===== config.mk =====
export PLATFORM = sky130hd
export DESIGN_NAME = serial_bridge_top
export DESIGN_NICKNAME = d
export VERILOG_FILES = /design/src/hdl/bridge_pkg.sv /design/src/hdl/stream_if.sv /design/src/hdl/frame_splitter.sv /design/src/hdl/serial_bridge_top.sv /design/src/hdl/uart_frame_rx.sv /design/src/hdl/uart_word_tx.sv /design/src/hdl/word_fifo.sv
export SDC_FILE = /design/constraint.sdc
export NUM_CORES = 1
export LEC_CHECK = 0
export CORE_MARGIN = 2
export CORE_UTILIZATION = 40
export CTS_CLUSTER_DIAMETER = 80
export DETAILED_ROUTE_END_ITERATION = 6
export DONT_BUFFER_PORTS = 1
export HOLD_SLACK_MARGIN = 0.15
export PLACE_DENSITY_LB_ADDON = 0.2
export REMOVE_ABC_BUFFERS = 1
export SETUP_SLACK_MARGIN = 0.15
export SLEW_MARGIN = 20
export SYNTH_ARGS = -nofsm -noshare
export SYNTH_HDL_FRONTEND = slang
export SYNTH_HIERARCHICAL = 1
export SYNTH_SLANG_ARGS = --single-unit

===== constraint.sdc =====
create_clock -name clk -period 6.6 [get_ports clk]
set_input_delay 0.33 -clock clk [delete_from_list [all_inputs] [get_ports clk]]
set_output_delay 0.33 -clock clk [all_outputs]
set_load 0.01 [all_outputs]

===== src/hdl/bridge_pkg.sv =====
`default_nettype none

package bridge_pkg;

  typedef logic [63:0] frame_t; // eight data bytes, first byte received in 63..56
  typedef logic [23:0] word_t;  // outgoing word, three bytes
  typedef logic [7:0]  byte_t;  // one serial byte

  localparam int FRAME_BYTES = 8; // data bytes per frame, checksum not counted
  localparam int WORD_BYTES  = 3; // data bytes per word

  // xor of the low n bytes of data
  // shorter payloads are zero extended into a frame_t by the caller
  function automatic byte_t xor_sum(input frame_t data, input int unsigned n);
    byte_t acc;
    acc = '0;
    for (int i = 0; i < FRAME_BYTES; i++) begin
      if (i < n) acc ^= data[8*i +: 8]; // bytes above n ignored
    end
    return acc;
  endfunction

endpackage

`default_nettype wire


===== src/hdl/stream_if.sv =====
`default_nettype none

// valid/ready stream, one payload per transfer
interface stream_if #(
  parameter type payload_t = logic [7:0]
);

  logic     valid; // source has data
  logic     ready; // sink can take it
  payload_t data;
  logic     last;  // final word of a frame

  modport source (output valid, output data, output last, input ready);
  modport sink   (input valid, input data, input last, output ready);

endinterface

`default_nettype wire


===== src/hdl/frame_splitter.sv =====
`default_nettype none

module frame_splitter import bridge_pkg::*; (
  input  logic     clk,
  input  logic     rst_n_i,
  stream_if.sink   frame_i,
  stream_if.source word_o
);

  logic       busy;    // holding a frame
  logic [1:0] idx;     // word being offered, 0..2
  frame_t     frame_q; // accepted frame

  assign frame_i.ready = !busy; // one frame at a time
  assign word_o.valid  = busy;
  assign word_o.last   = (idx == 2'd2);

  // slice for the current word
  always_comb begin
    case (idx)
      2'd0:    word_o.data = frame_q[63:40];
      2'd1:    word_o.data = frame_q[39:16];
      default: word_o.data = {8'h00, frame_q[15:0]}; // pad high byte
    endcase
  end

  always_ff @(posedge clk) begin
    if (!rst_n_i) begin
      busy <= 1'b0;
      idx  <= '0;
    end else if (!busy) begin
      if (frame_i.valid) begin
        busy <= 1'b1;
        idx  <= '0; // word 0 offered next cycle
      end
    end else if (word_o.ready) begin
      // word taken
      if (idx == 2'd2) begin
        busy <= 1'b0;
        idx  <= '0;
      end else begin
        idx <= idx + 1'b1;
      end
    end
  end

  always_ff @(posedge clk) begin
    if (frame_i.valid && frame_i.ready) frame_q <= frame_i.data; // payload only
  end

endmodule

`default_nettype wire


===== src/hdl/serial_bridge_top.sv =====
`default_nettype none

module serial_bridge_top import bridge_pkg::*; #(
  parameter int CLKS_PER_BIT = 16,
  parameter int FIFO_DEPTH   = 8 // power of two
) (
  input  logic clk,
  input  logic rst_n_i,
  input  logic rx_i,
  output logic tx_o,
  output logic frame_err_o, // sticky until reset
  output logic busy_o
);

  stream_if #(.payload_t(frame_t)) frame_s (); // rx to splitter
  stream_if #(.payload_t(word_t))  word_s ();  // splitter to fifo
  stream_if #(.payload_t(word_t))  out_s ();   // fifo to tx

  logic fifo_empty;
  logic tx_active;

  uart_frame_rx #(.CLKS_PER_BIT(CLKS_PER_BIT)) u_rx (
    .clk         (clk),
    .rst_n_i     (rst_n_i),
    .rx_i        (rx_i),
    .frame_err_o (frame_err_o),
    .frame_o     (frame_s)
  );

  frame_splitter u_split (
    .clk     (clk),
    .rst_n_i (rst_n_i),
    .frame_i (frame_s),
    .word_o  (word_s)
  );

  word_fifo #(.FIFO_DEPTH(FIFO_DEPTH)) u_fifo (
    .clk     (clk),
    .rst_n_i (rst_n_i),
    .wr_i    (word_s),
    .rd_o    (out_s),
    .empty_o (fifo_empty)
  );

  uart_word_tx #(.CLKS_PER_BIT(CLKS_PER_BIT)) u_tx (
    .clk      (clk),
    .rst_n_i  (rst_n_i),
    .word_i   (out_s),
    .tx_o     (tx_o),
    .active_o (tx_active)
  );

  // any stage holding data, or the line still sending
  assign busy_o = frame_s.valid | word_s.valid | ~fifo_empty | tx_active;

endmodule

`default_nettype wire


===== src/hdl/uart_frame_rx.sv =====
`default_nettype none

module uart_frame_rx import bridge_pkg::*; #(
  parameter int CLKS_PER_BIT = 16
) (
  input  logic    clk,
  input  logic    rst_n_i,
  input  logic    rx_i,
  output logic    frame_err_o,
  stream_if.source frame_o
);

  localparam int CNT_W = $clog2(CLKS_PER_BIT + 1);
  localparam logic [CNT_W-1:0] HALF_BIT = CNT_W'(CLKS_PER_BIT / 2 - 1); // mid of start bit
  localparam logic [CNT_W-1:0] FULL_BIT = CNT_W'(CLKS_PER_BIT - 1);

  typedef enum logic [1:0] {
    S_IDLE,
    S_START,
    S_DATA,
    S_STOP
  } rx_state_t;

  rx_state_t        state;
  logic             rx_meta, rx_sync; // two flop synchronizer
  logic [CNT_W-1:0] clk_cnt;           // cycles within a bit
  logic [2:0]       bit_cnt;           // data bit index
  logic [3:0]       byte_cnt;          // 0..7 data, 8 checksum
  byte_t            rx_byte;           // lsb first shift in
  frame_t           frame_sr;          // data bytes collected so far
  logic             hold_busy;

  // previous frame still waiting for the splitter
  assign hold_busy = frame_o.valid && !frame_o.ready;

  assign frame_o.last = 1'b1; // each frame is a complete unit

  always_ff @(posedge clk) begin
    if (!rst_n_i) begin
      rx_meta <= 1'b1; // idle line is high
      rx_sync <= 1'b1;
    end else begin
      rx_meta <= rx_i;
      rx_sync <= rx_meta;
    end
  end

  always_ff @(posedge clk) begin
    if (!rst_n_i) begin
      state         <= S_IDLE;
      clk_cnt       <= '0;
      bit_cnt       <= '0;
      byte_cnt      <= '0;
      frame_err_o   <= 1'b0;
      frame_o.valid <= 1'b0;
    end else begin
      if (frame_o.valid && frame_o.ready) frame_o.valid <= 1'b0; // handed over

      case (state)
        S_IDLE: begin
          clk_cnt <= '0;
          if (!rx_sync) state <= S_START; // falling edge, start bit
        end
        S_START: begin
          if (clk_cnt == HALF_BIT) begin
            clk_cnt <= '0;
            bit_cnt <= '0;
            state   <= rx_sync ? S_IDLE : S_DATA; // glitch returns to idle
          end else begin
            clk_cnt <= clk_cnt + 1'b1;
          end
        end
        S_DATA: begin
          if (clk_cnt == FULL_BIT) begin
            clk_cnt <= '0;
            rx_byte <= {rx_sync, rx_byte[7:1]}; // lsb arrives first
            bit_cnt <= bit_cnt + 1'b1;
            if (bit_cnt == 3'd7) state <= S_STOP;
          end else begin
            clk_cnt <= clk_cnt + 1'b1;
          end
        end
        S_STOP: begin
          if (clk_cnt == FULL_BIT) begin
            clk_cnt <= '0;
            state   <= S_IDLE;
            if (!rx_sync) begin
              // framing error, restart frame
              frame_err_o <= 1'b1;
              byte_cnt    <= '0;
            end else if (byte_cnt != 4'(FRAME_BYTES)) begin
              frame_sr <= {frame_sr[55:0], rx_byte}; // first byte ends up on top
              byte_cnt <= byte_cnt + 1'b1;
            end else begin
              byte_cnt <= '0;
              // checksum byte just arrived
              if (xor_sum(frame_sr, FRAME_BYTES) != rx_byte || hold_busy) begin
                frame_err_o <= 1'b1; // bad sum or no room, drop
              end else begin
                frame_o.valid <= 1'b1;
                frame_o.data  <= frame_sr;
              end
            end
          end else begin
            clk_cnt <= clk_cnt + 1'b1;
          end
        end
        default: state <= S_IDLE;
      endcase
    end
  end

endmodule

`default_nettype wire


===== src/hdl/uart_word_tx.sv =====
`default_nettype none

module uart_word_tx import bridge_pkg::*; #(
  parameter int CLKS_PER_BIT = 16
) (
  input  logic   clk,
  input  logic   rst_n_i,
  stream_if.sink word_i,
  output logic   tx_o,
  output logic   active_o
);

  localparam int CNT_W = $clog2(CLKS_PER_BIT + 1);
  localparam logic [CNT_W-1:0] FULL_BIT = CNT_W'(CLKS_PER_BIT - 1);

  logic [CNT_W-1:0] clk_cnt;  // cycles within a bit
  logic [3:0]       bit_cnt;  // 0 start, 1..8 data, 9 stop
  logic [1:0]       byte_cnt; // 0..2 data bytes, 3 checksum
  logic [9:0]       line_sr;  // framed byte, bit 0 on the line
  logic [23:0]      tx_buf;   // bytes still to go, next on top
  byte_t            sum;

  assign word_i.ready = !active_o; // take a word only when idle
  assign tx_o         = line_sr[0];
  assign sum          = xor_sum(frame_t'(word_i.data), WORD_BYTES);

  always_ff @(posedge clk) begin
    if (!rst_n_i) begin
      active_o <= 1'b0;
      line_sr  <= '1; // line idles high
      clk_cnt  <= '0;
      bit_cnt  <= '0;
      byte_cnt <= '0;
    end else if (!active_o) begin
      if (word_i.valid) begin
        active_o <= 1'b1;
        line_sr  <= {1'b1, word_i.data[23:16], 1'b0}; // msb byte first
        clk_cnt  <= '0;
        bit_cnt  <= '0;
        byte_cnt <= '0;
      end
    end else if (clk_cnt != FULL_BIT) begin
      clk_cnt <= clk_cnt + 1'b1;
    end else begin
      clk_cnt <= '0;
      if (bit_cnt != 4'd9) begin
        line_sr <= {1'b1, line_sr[9:1]}; // next bit, ones shift in
        bit_cnt <= bit_cnt + 1'b1;
      end else if (byte_cnt == 2'd3) begin
        active_o <= 1'b0; // checksum stop bit done
        line_sr  <= '1;
      end else begin
        // next byte right after the stop bit
        line_sr  <= {1'b1, tx_buf[23:16], 1'b0};
        bit_cnt  <= '0;
        byte_cnt <= byte_cnt + 1'b1;
      end
    end
  end

  always_ff @(posedge clk) begin
    if (word_i.valid && word_i.ready) begin
      tx_buf <= {word_i.data[15:0], sum}; // remaining bytes plus checksum
    end else if (active_o && clk_cnt == FULL_BIT && bit_cnt == 4'd9) begin
      tx_buf <= {tx_buf[15:0], 8'h00};
    end
  end

endmodule

`default_nettype wire


===== src/hdl/word_fifo.sv =====
`default_nettype none

module word_fifo import bridge_pkg::*; #(
  parameter int FIFO_DEPTH = 8
) (
  input  logic     clk,
  input  logic     rst_n_i,
  stream_if.sink   wr_i,
  stream_if.source rd_o,
  output logic     empty_o
);

  localparam int ADDR_W = $clog2(FIFO_DEPTH);

  word_t           mem_data [FIFO_DEPTH];
  logic            mem_last [FIFO_DEPTH]; // last flag beside each word
  logic [ADDR_W:0] wr_ptr, rd_ptr;        // extra bit tells full from empty
  logic            mem_empty, full;
  logic            stage_free, wr_fire, bypass, wr_en, rd_en;

  assign mem_empty = (wr_ptr == rd_ptr);
  assign full      = (wr_ptr[ADDR_W] != rd_ptr[ADDR_W]) &&
                     (wr_ptr[ADDR_W-1:0] == rd_ptr[ADDR_W-1:0]);

  assign wr_i.ready = !full;
  assign wr_fire    = wr_i.valid && !full;
  assign stage_free = !rd_o.valid || rd_o.ready; // output reg empty or leaving
  assign rd_en      = stage_free && !mem_empty;
  assign bypass     = stage_free && mem_empty && wr_fire; // straight to output reg
  assign wr_en      = wr_fire && !bypass;
  assign empty_o    = mem_empty && !rd_o.valid;

  always_ff @(posedge clk) begin
    if (wr_en) begin
      mem_data[wr_ptr[ADDR_W-1:0]] <= wr_i.data;
      mem_last[wr_ptr[ADDR_W-1:0]] <= wr_i.last;
    end
  end

  always_ff @(posedge clk) begin
    if (!rst_n_i) begin
      wr_ptr     <= '0;
      rd_ptr     <= '0;
      rd_o.valid <= 1'b0;
    end else begin
      if (wr_en) wr_ptr <= wr_ptr + 1'b1;
      if (rd_en) rd_ptr <= rd_ptr + 1'b1;
      if (stage_free) rd_o.valid <= !mem_empty || wr_fire;
    end
  end

  // output register, oldest entry wins over bypass
  always_ff @(posedge clk) begin
    if (rd_en) begin
      rd_o.data <= mem_data[rd_ptr[ADDR_W-1:0]];
      rd_o.last <= mem_last[rd_ptr[ADDR_W-1:0]];
    end else if (bypass) begin
      rd_o.data <= wr_i.data;
      rd_o.last <= wr_i.last;
    end
  end

endmodule

`default_nettype wire


==> impl_metrics.ini, run 1 <==
[timing]
max_slew_margin_pct = 26.0
clock_skew_ps = 20.8
rsz0062_at_grt = false
fmax_mhz = 298
setup_viol = 0
hold_viol = 0
whs_ps = 249
tightest_slew_ps = 1100
worst_slack_ps = 3240
report.final.slew_viol_count = 0
min_period_ps = 3360
tns_ps = 0
finalCritPeriodShare_pct = 50.9

[global_routing]
grt_antenna_before_repair = 0
grt-ovfl-total = 0
grt_pass1_vias = 9245
grt_pass1_wl_um = 53300
grt_max_degree = 65
grt.total_usage_pct = 13.8

[job]
drv_cap = 0

[floorplan]
rows = 80
start_util_pct = 40.3
coreArea_mm2 = 0.0474
die_y_um = 223
io_pins = 6
die_x_um = 223
dieArea_mm2 = 0.0495

[min_path]
hold_depth = 3
worstHoldPathType = in2reg

[cts]
clock_latency_ps = 590
ctsResizeCount = 0
numCtsBuffers = 50
cts_tree = built
clk_pin_slew_worst_paths_ps = 60
clock-sinks = 494
cts-root-buf = clkbuf_16
holdBufCountCts = 5
post-cts-setup-buffers = 0
htree_levels = 2
ctsLongestPathBuffers = 3

[power]
sw_frac_of_total_pct = 22.7
leakagePower_nw = 6.75
power_frac_comb_pct = 9.0
power_density_mw_per_mm2 = 319
switchingPower_w = 0.00155
seq_power_share_pct = 52.2
ir_worst_vdd_uv = 191
clock_power_share_pct = 38.8
power.internal_w = 0.00528

[route]
first_iter_violations = 635
ant_nets = 0
drc_errors = 0
vias = 9092
viasPerCell = 5.04
drt-pass1-iter-count = 4
drt-total-wl_um = 33400
wl_per_cell_um = 18.5

[layout]
drive_above_1_share_pct = 12.5
seq_area_mm2 = 0.0143
area_growth_pct = 12.2
multi_input_area_mm2 = 0.00451
n_fill_cell = 4137
nets = 1169
n_antenna_cell = 0

[worst_setup_path]
worstSetupPathType = reg2reg
crit_family = simple AND/OR/NAND/NOR gates
critPathLaunchType = flop
cp_slowest_stage_delay_ps = 590
crit_cells = 7
crit_slowest_cell = buf_4
arrival_ps = 3570
critPathMaxFanout = 48
crit_chain = xor2_1, xnor3_1, xnor2_1, nand4_1, nor4_2, and3_2, buf_4
end_kind = flop
crit_required_ps = 6820
path_buf_inv = 1
r2r_cells = 7

[yosys]
syn_area_per_cell_um2 = 17.0
synth_cells = 1124
yosysWarnings = 6
synthesis.area_mm2 = 0.0191

[placed_design]
place.gp.congestion = 0.717
dp_hpwl_um = 19400
io_buffers = 0
pre_cts_slack_ps = 3150

[run_status]
outcome = completed
==> cell type report <==
class	count	share of cell area [%]
Inverter	23	0.403
Multi-Input combinational cell	558	21.0
Tap cell	615	3.59
Clock buffer	69	6.32
Timing Repair Buffer	26	1.11
Sequential cell	494	66.7
Clock inverter	19	0.840
==> stage by stage <==
stage / util (%) / power [W] / instances / instance area (µm²)
2_1_floorplan: - / 0.00408 / 1075 / 18800
3_3_place_gp: 41.8 / 0.00423 / 1710 / 19800
3_5_place_dp: 41.8 / 0.00424 / 1710 / 19800
4_1_cts: 45.1 / 0.00691 / 1803 / 21400
5_1_grt: 45.2 / 0.00713 / 1804 / 21400
6_report: 45.2 / 0.00683 / 1804 / 21400
==> registers in the layout (all words and copies together), names as in the netlist, 2 cells and up, named ones only <==
name,cells
u_fifo/rd_ptr,4
u_rx/frame_sr,64
u_split/frame_q,64
u_fifo/rd_o.data,24
u_fifo/wr_ptr,4
u_tx/clk_cnt,5
u_tx/bit_cnt,4
u_tx/line_sr,9
u_rx/rx_byte,8
u_rx/clk_cnt,5
u_split/idx,2
u_tx/tx_buf,24
u_rx/bit_cnt,3
u_rx/byte_cnt,4
u_fifo/mem_data,192
u_rx/frame_o.data,64
u_tx/byte_cnt,2
==> power by group through the flow <==
stage	combinational (W)	sequential, W	clock [W]
2_1_floorplan	0.000429	0.00365	0
3_3_place_gp	0.000543	0.00369	0
3_5_place_dp	0.000550	0.00369	0
4_1_cts	0.000560	0.00362	0.00273
5_1_grt	0.000690	0.00358	0.00286
6_report	0.000614	0.00357	0.00265
==> tightest hold or removal path, cell delays in order <==
cell     delay (ps)
nand3_1         110
nor2_1          170
a32o_1          190
==> routing by layer <==
layer  global-route usage [%]  vias up  routed length (µm)
li1                         -     4354                   -
met1                     19.0     4580               15700
met2                     22.2      108               15900
met3                     2.79       50                1110
met4                     4.39        0                 742
met5                        0        -                   0
==> cells in the final DEF (no fill, tap or decap), types with 7 or more instances in the layout <==
master,instances
edfxtp_1,440
nand2_1,116
xnor2_1,53
dfxtp_1,52
clkbuf_16,51
mux2i_1,49
mux4_2,48
o21ai_0,43
nor2_1,33
xor2_1,27
inv_1,22
buf_4,20
clkbuf_1,17
a21oi_1,16
o21ai_1,14
clkinv_1,13
nand3_1,13
ha_1,13
nor2b_1,9
nand2b_1,9
a211oi_1,7
==> worst paths after layout <==
path / slack [ps] / end / start
setup / recovery: 3240 / u_rx/frame_o.data[28] / u_rx/frame_sr[25]
hold / removal: 250 / u_rx/frame_o.valid / rst_n_i
setup reg to reg: 3240 / u_rx/frame_o.data[28] / u_rx/frame_sr[25]
hold reg to reg: 420 / u_split/frame_q[61] / u_rx/frame_o.data[61]
No activity file was read; power rests on OpenSTA's default activity.
==> run 2, diff against run 1 <==
Clock period 6.6 ns to 3 ns, I/O delays scaled along.
==> run 2 against run 1 <==
  * Setup slack worse by 2800 ps
  * First-iteration DRC count grew 1.3%
  * Critical path type unchanged
  * Fmax grew 30%
  * Cell area increased by 0.60%
  * Clock-buffer cell count up 1
  * Clock skew up 1.4 ps
  * Utilization rose by 0.27 points
  * Clock power is 120% higher
==> impl_metrics.ini, run 2 (same netlist as run 1, synthesis figures left out) <==
[run_status]
outcome = completed

[route]
drc_errors = 0
first_iter_violations = 643
drt-total-wl_um = 33500
wl_per_cell_um = 18.4
ant_nets = 0
drt-pass1-iter-count = 4
vias = 9119
viasPerCell = 5.02

[global_routing]
grt_antenna_before_repair = 0
grt_pass1_wl_um = 53800
grt_max_degree = 65
grt-ovfl-total = 0
grt_pass1_vias = 9282
grt.total_usage_pct = 14.0

[timing]
report.final.slew_viol_count = 0
setup_viol = 0
fmax_mhz = 388
tightest_slew_ps = 923
finalCritPeriodShare_pct = 86.0
hold_viol = 0
max_slew_margin_pct = 37.8
tns_ps = 0
worst_slack_ps = 420
rsz0062_at_grt = false
whs_ps = 413
min_period_ps = 2580
clock_skew_ps = 22.2

[worst_setup_path]
worstSetupPathType = reg2reg
critPathLaunchType = flop
arrival_ps = 2840
end_kind = flop
crit_required_ps = 3260
critPathMaxFanout = 24

[floorplan]
io_pins = 6
start_util_pct = 40.3
rows = 80
die_y_um = 223
coreArea_mm2 = 0.0474
dieArea_mm2 = 0.0495
die_x_um = 223

[power]
power_density_mw_per_mm2 = 697
ir_worst_vdd_uv = 393
leakagePower_nw = 6.83

[cts]
post-cts-setup-buffers = 0
ctsLongestPathBuffers = 3
holdBufCountCts = 5
cts-root-buf = clkbuf_16
clk_pin_slew_worst_paths_ps = 60
htree_levels = 2
clock_latency_ps = 590
numCtsBuffers = 50
ctsResizeCount = 0
clock-sinks = 494
cts_tree = built

[min_path]
worstHoldPathType = reg2reg

[layout]
area_growth_pct = 12.9
final_common_cell = edfxtp_1
nets = 1180
n_fill_cell = 4145
layout.cells.most_common_list = edfxtp_1, nand2_1, xnor2_1
drive_above_1_share_pct = 13.9
largest_register_ffs = 192

[placed_design]
dp_hpwl_um = 19500
pre_cts_slack_ps = 326
io_buffers = 0
place.gp.congestion = 0.714

[job]
drv_cap = 0
run 2: layout make-up:
type | count | area, µm² | share of cell area, %
Sequential cell | 494 | 14300 | 66.3
Multi-Input combinational cell | 558 | 4510 | 20.9
Clock buffer | 70 | 1350 | 6.24
Tap cell | 615 | 769 | 3.57
Timing Repair Buffer | 37 | 388 | 1.80
Clock inverter | 18 | 168 | 0.777
Inverter | 23 | 86.3 | 0.400
Antenna cell | 1 | 2.50 | 0.0116
run 2: path summary, 6_finish.rpt:
| path | startpoint | endpoint | slack [ps] | cells past startpoint |
|---|---|---|---|---|
| setup / recovery | u_rx/frame_sr[25] | u_rx/frame_o.data[23] | 420 | 7 |
| hold / removal | u_rx/frame_o.data[14] | u_split/frame_q[14] | 410 | 0 |
| setup reg to reg | u_rx/frame_sr[25] | u_rx/frame_o.data[23] | 420 | 7 |
| hold reg to reg | u_rx/frame_o.data[14] | u_split/frame_q[14] | 410 | 0 |
run 2: report_power, final:
| group | switching (W) | leakage [nW] | internal (W) | total (W) |
|---|---|---|---|---|
| Combinational | 0.000762 | 1.69 | 0.000645 | 0.00141 |
| Clock | 0.00250 | 0.739 | 0.00331 | 0.00580 |
| Sequential | 0.000160 | 4.39 | 0.00767 | 0.00783 |
| Total | 0.00342 | 6.83 | 0.0116 | 0.0150 |
run 2: routing by layer:
layer	routed length, µm	part of all wire (%)	global-route usage [%]	vias to the layer above
li1	-	-	-	4380
met1	15700	47	19.1	4589
met2	16100	48	22.8	100
met3	966	2.9	2.20	50
met4	719	2.1	4.87	0
met5	0	0	0	-
run 2: per-stage QoR:
stage / area [µm²] / instances / total power, W / utilization (%)
floorplan: 18800 / 1075 / 0.00898 / -
finish: 21600 / 1816 / 0.0150 / 45.5
global route: 21600 / 1815 / 0.0157 / 45.4
detailed placement: 20000 / 1722 / 0.00940 / 42.1
CTS: 21600 / 1815 / 0.0153 / 45.4
global placement: 20000 / 1722 / 0.00939 / 42.1
run 2: critical path, cell delays in order (launching register included):
cell	delay [ps]
edfxtp_1	430
xor2_1	190
xnor3_1	420
xnor2_1	200
nand4_1	190
nor4_2	250
and3_2	280
buf_4	300
==> run 3, diff against run 2 <==
Settings changed: PLACE_DENSITY_LB_ADDON 0.2 to default.
==> run 3 against run 2 <==
  * Total power rose by 0.56%
  * Combinational power about the same
  * Register-to-register slack got worse by 70 ps
  * Via count grew 1.2%
  * Critical path type unchanged
  * Critical endpoint is now u_rx/frame_o.data[47]
  * Largest power group unchanged
  * Highest routed layer unchanged
==> impl_metrics.ini, run 3 (same netlist as run 1, synthesis figures left out) <==
[layout]
drive_above_1_share_pct = 13.9
largest_register_ffs = 192
seq_area_mm2 = 0.0143
n_fill_cell = 4147
finalNonFillerCells = 1817
final_cell_area_mm2 = 0.0216
layout.cells.most_common_list = edfxtp_1, nand2_1, xnor2_1
area_growth_pct = 13.1
n_antenna_cell = 0
final_common_cell = edfxtp_1
nets = 1176
multi_input_area_mm2 = 0.00451

[worst_setup_path]
cp_slowest_stage_delay_ps = 440
r2r_slack_ps = 350
r2r-start = u_rx/frame_sr[24]
end_kind = flop
critPathLaunchType = flop
r2r_cells = 7
arrival_ps = 2930
crit_chain = xor2_1, xnor3_1, xnor2_1, nand4_1, nor4_2, and3_2, clkbuf_16
crit_slowest_cell = xnor3_1
r2r-end = u_rx/frame_o.data[47]
worstSetupPathType = reg2reg
critPathMaxFanout = 32
crit_required_ps = 3270

[min_path]
worstHoldPathType = in2reg
min_to = u_rx/rx_byte[5]
hold_depth = 1
min_from = rst_n_i

[timing]
hold_viol = 0
clock_skew_ps = 12.3
min_period_ps = 2650
whs_ps = 173
max_slew_margin_pct = 26.9
fmax_mhz = 377
setup_viol = 0
finalCritPeriodShare_pct = 88.5
rsz0062_at_grt = false
report.final.slew_viol_count = 0
tightest_slew_ps = 1090

[cts]
htree_levels = 2
clock_latency_ps = 580
clock-sinks = 494
clk_pin_slew_worst_paths_ps = 60
ctsLongestPathBuffers = 3
cts-root-buf = clkbuf_16
numCtsBuffers = 50
cts_tree = built

[route]
wl_per_cell_um = 18.4
vias = 9228
highest_layer = met4
drt-total-wl_um = 33400
drt-met1-wl_um = 15400
wl_met3_um = 1290
viasPerCell = 5.08
ant_nets = 0
first_iter_violations = 761
drc_errors = 0
drt-pass1-iter-count = 7
wl_met2_um = 16000

[floorplan]
coreArea_mm2 = 0.0474
dieArea_mm2 = 0.0495
die_y_um = 223
start_util_pct = 40.3
rows = 80
io_pins = 6
die_x_um = 223

[global_routing]
grt_pass1_vias = 9256
grt_max_degree = 65
grt_pass1_wl_um = 53000
grt-ovfl-total = 0
grt_antenna_before_repair = 0
grt.total_usage_pct = 13.6

[power]
leakagePower_nw = 6.84
power_w = 0.0151
ir_worst_vdd_uv = 419
power_density_mw_per_mm2 = 700

[job]
drv_cap = 0

[placed_design]
dp_hpwl_um = 19500
place.gp.congestion = 0.718
placed_area_mm2 = 0.0200
place_inst = 1719
io_buffers = 0

[run_status]
outcome = completed
run 3: layout make-up:
cell class              count  share of cell area (%)
repair buffers             33                    1.81
well taps                 615                    3.56
flip-flops and latches    494                    66.2
inverters                  23                   0.400
clock buffers              73                    6.52
clock inverters            21                   0.695
multi-input cells         558                    20.8
run 3: power breakdown:
part	leakage [nW]	switching [W]	internal, W
clock network	0.755	0.00252	0.00335
logic	1.69	0.000739	0.000651
registers	4.39	0.000190	0.00767
total	6.84	0.00345	0.0117
run 3: per-stage QoR:
stage	setup WS (ps)	TNS, ps	utilization (%)
floorplan	-1580	-285880	-
global placement	278	0	42.1
detailed placement	263	0	42.1
CTS	223	0	45.5
global route	175	0	45.5
finish	346	0	45.5
run 3: worst max-delay path by stage:
stage,start,endpoint,slack [ps],depth (start not counted)
after CTS,u_rx/frame_sr[24],u_rx/frame_o.data[32],220,7
after global placement,u_rx/frame_sr[25],u_rx/frame_o.data[17],280,7
final,u_rx/frame_sr[24],u_rx/frame_o.data[47],350,7
after detailed placement,u_rx/frame_sr[24],u_rx/frame_o.data[9],260,7
after floorplan,u_rx/clk_cnt[0],u_rx/frame_sr[0],-1580,7
after global routing,u_rx/frame_sr[25],u_rx/frame_o.data[19],170,7
run 3: critical path, delay by kind of cell (launching register included):
| family | cells | cell delay, ps |
|---|---|---|
| flops | 1 | 420 |
| buf+inv | 1 | 260 |
| simple gates | 3 | 840 |
| xor+xnor | 3 | 830 |
run 3: timing repair:
action,CTS,global route
setup endpoints to repair,0,64
hold endpoints to repair,92,0
buffers inserted,0,0
hold buffers,3,0
gates resized for setup,0,1
run 3: routing by layer:
metal	track usage (%)	vias to the layer above
li1	-	4380
met2	21.9	136
met3	2.90	47
met1	18.8	4665
met5	0	-
met4	3.98	0
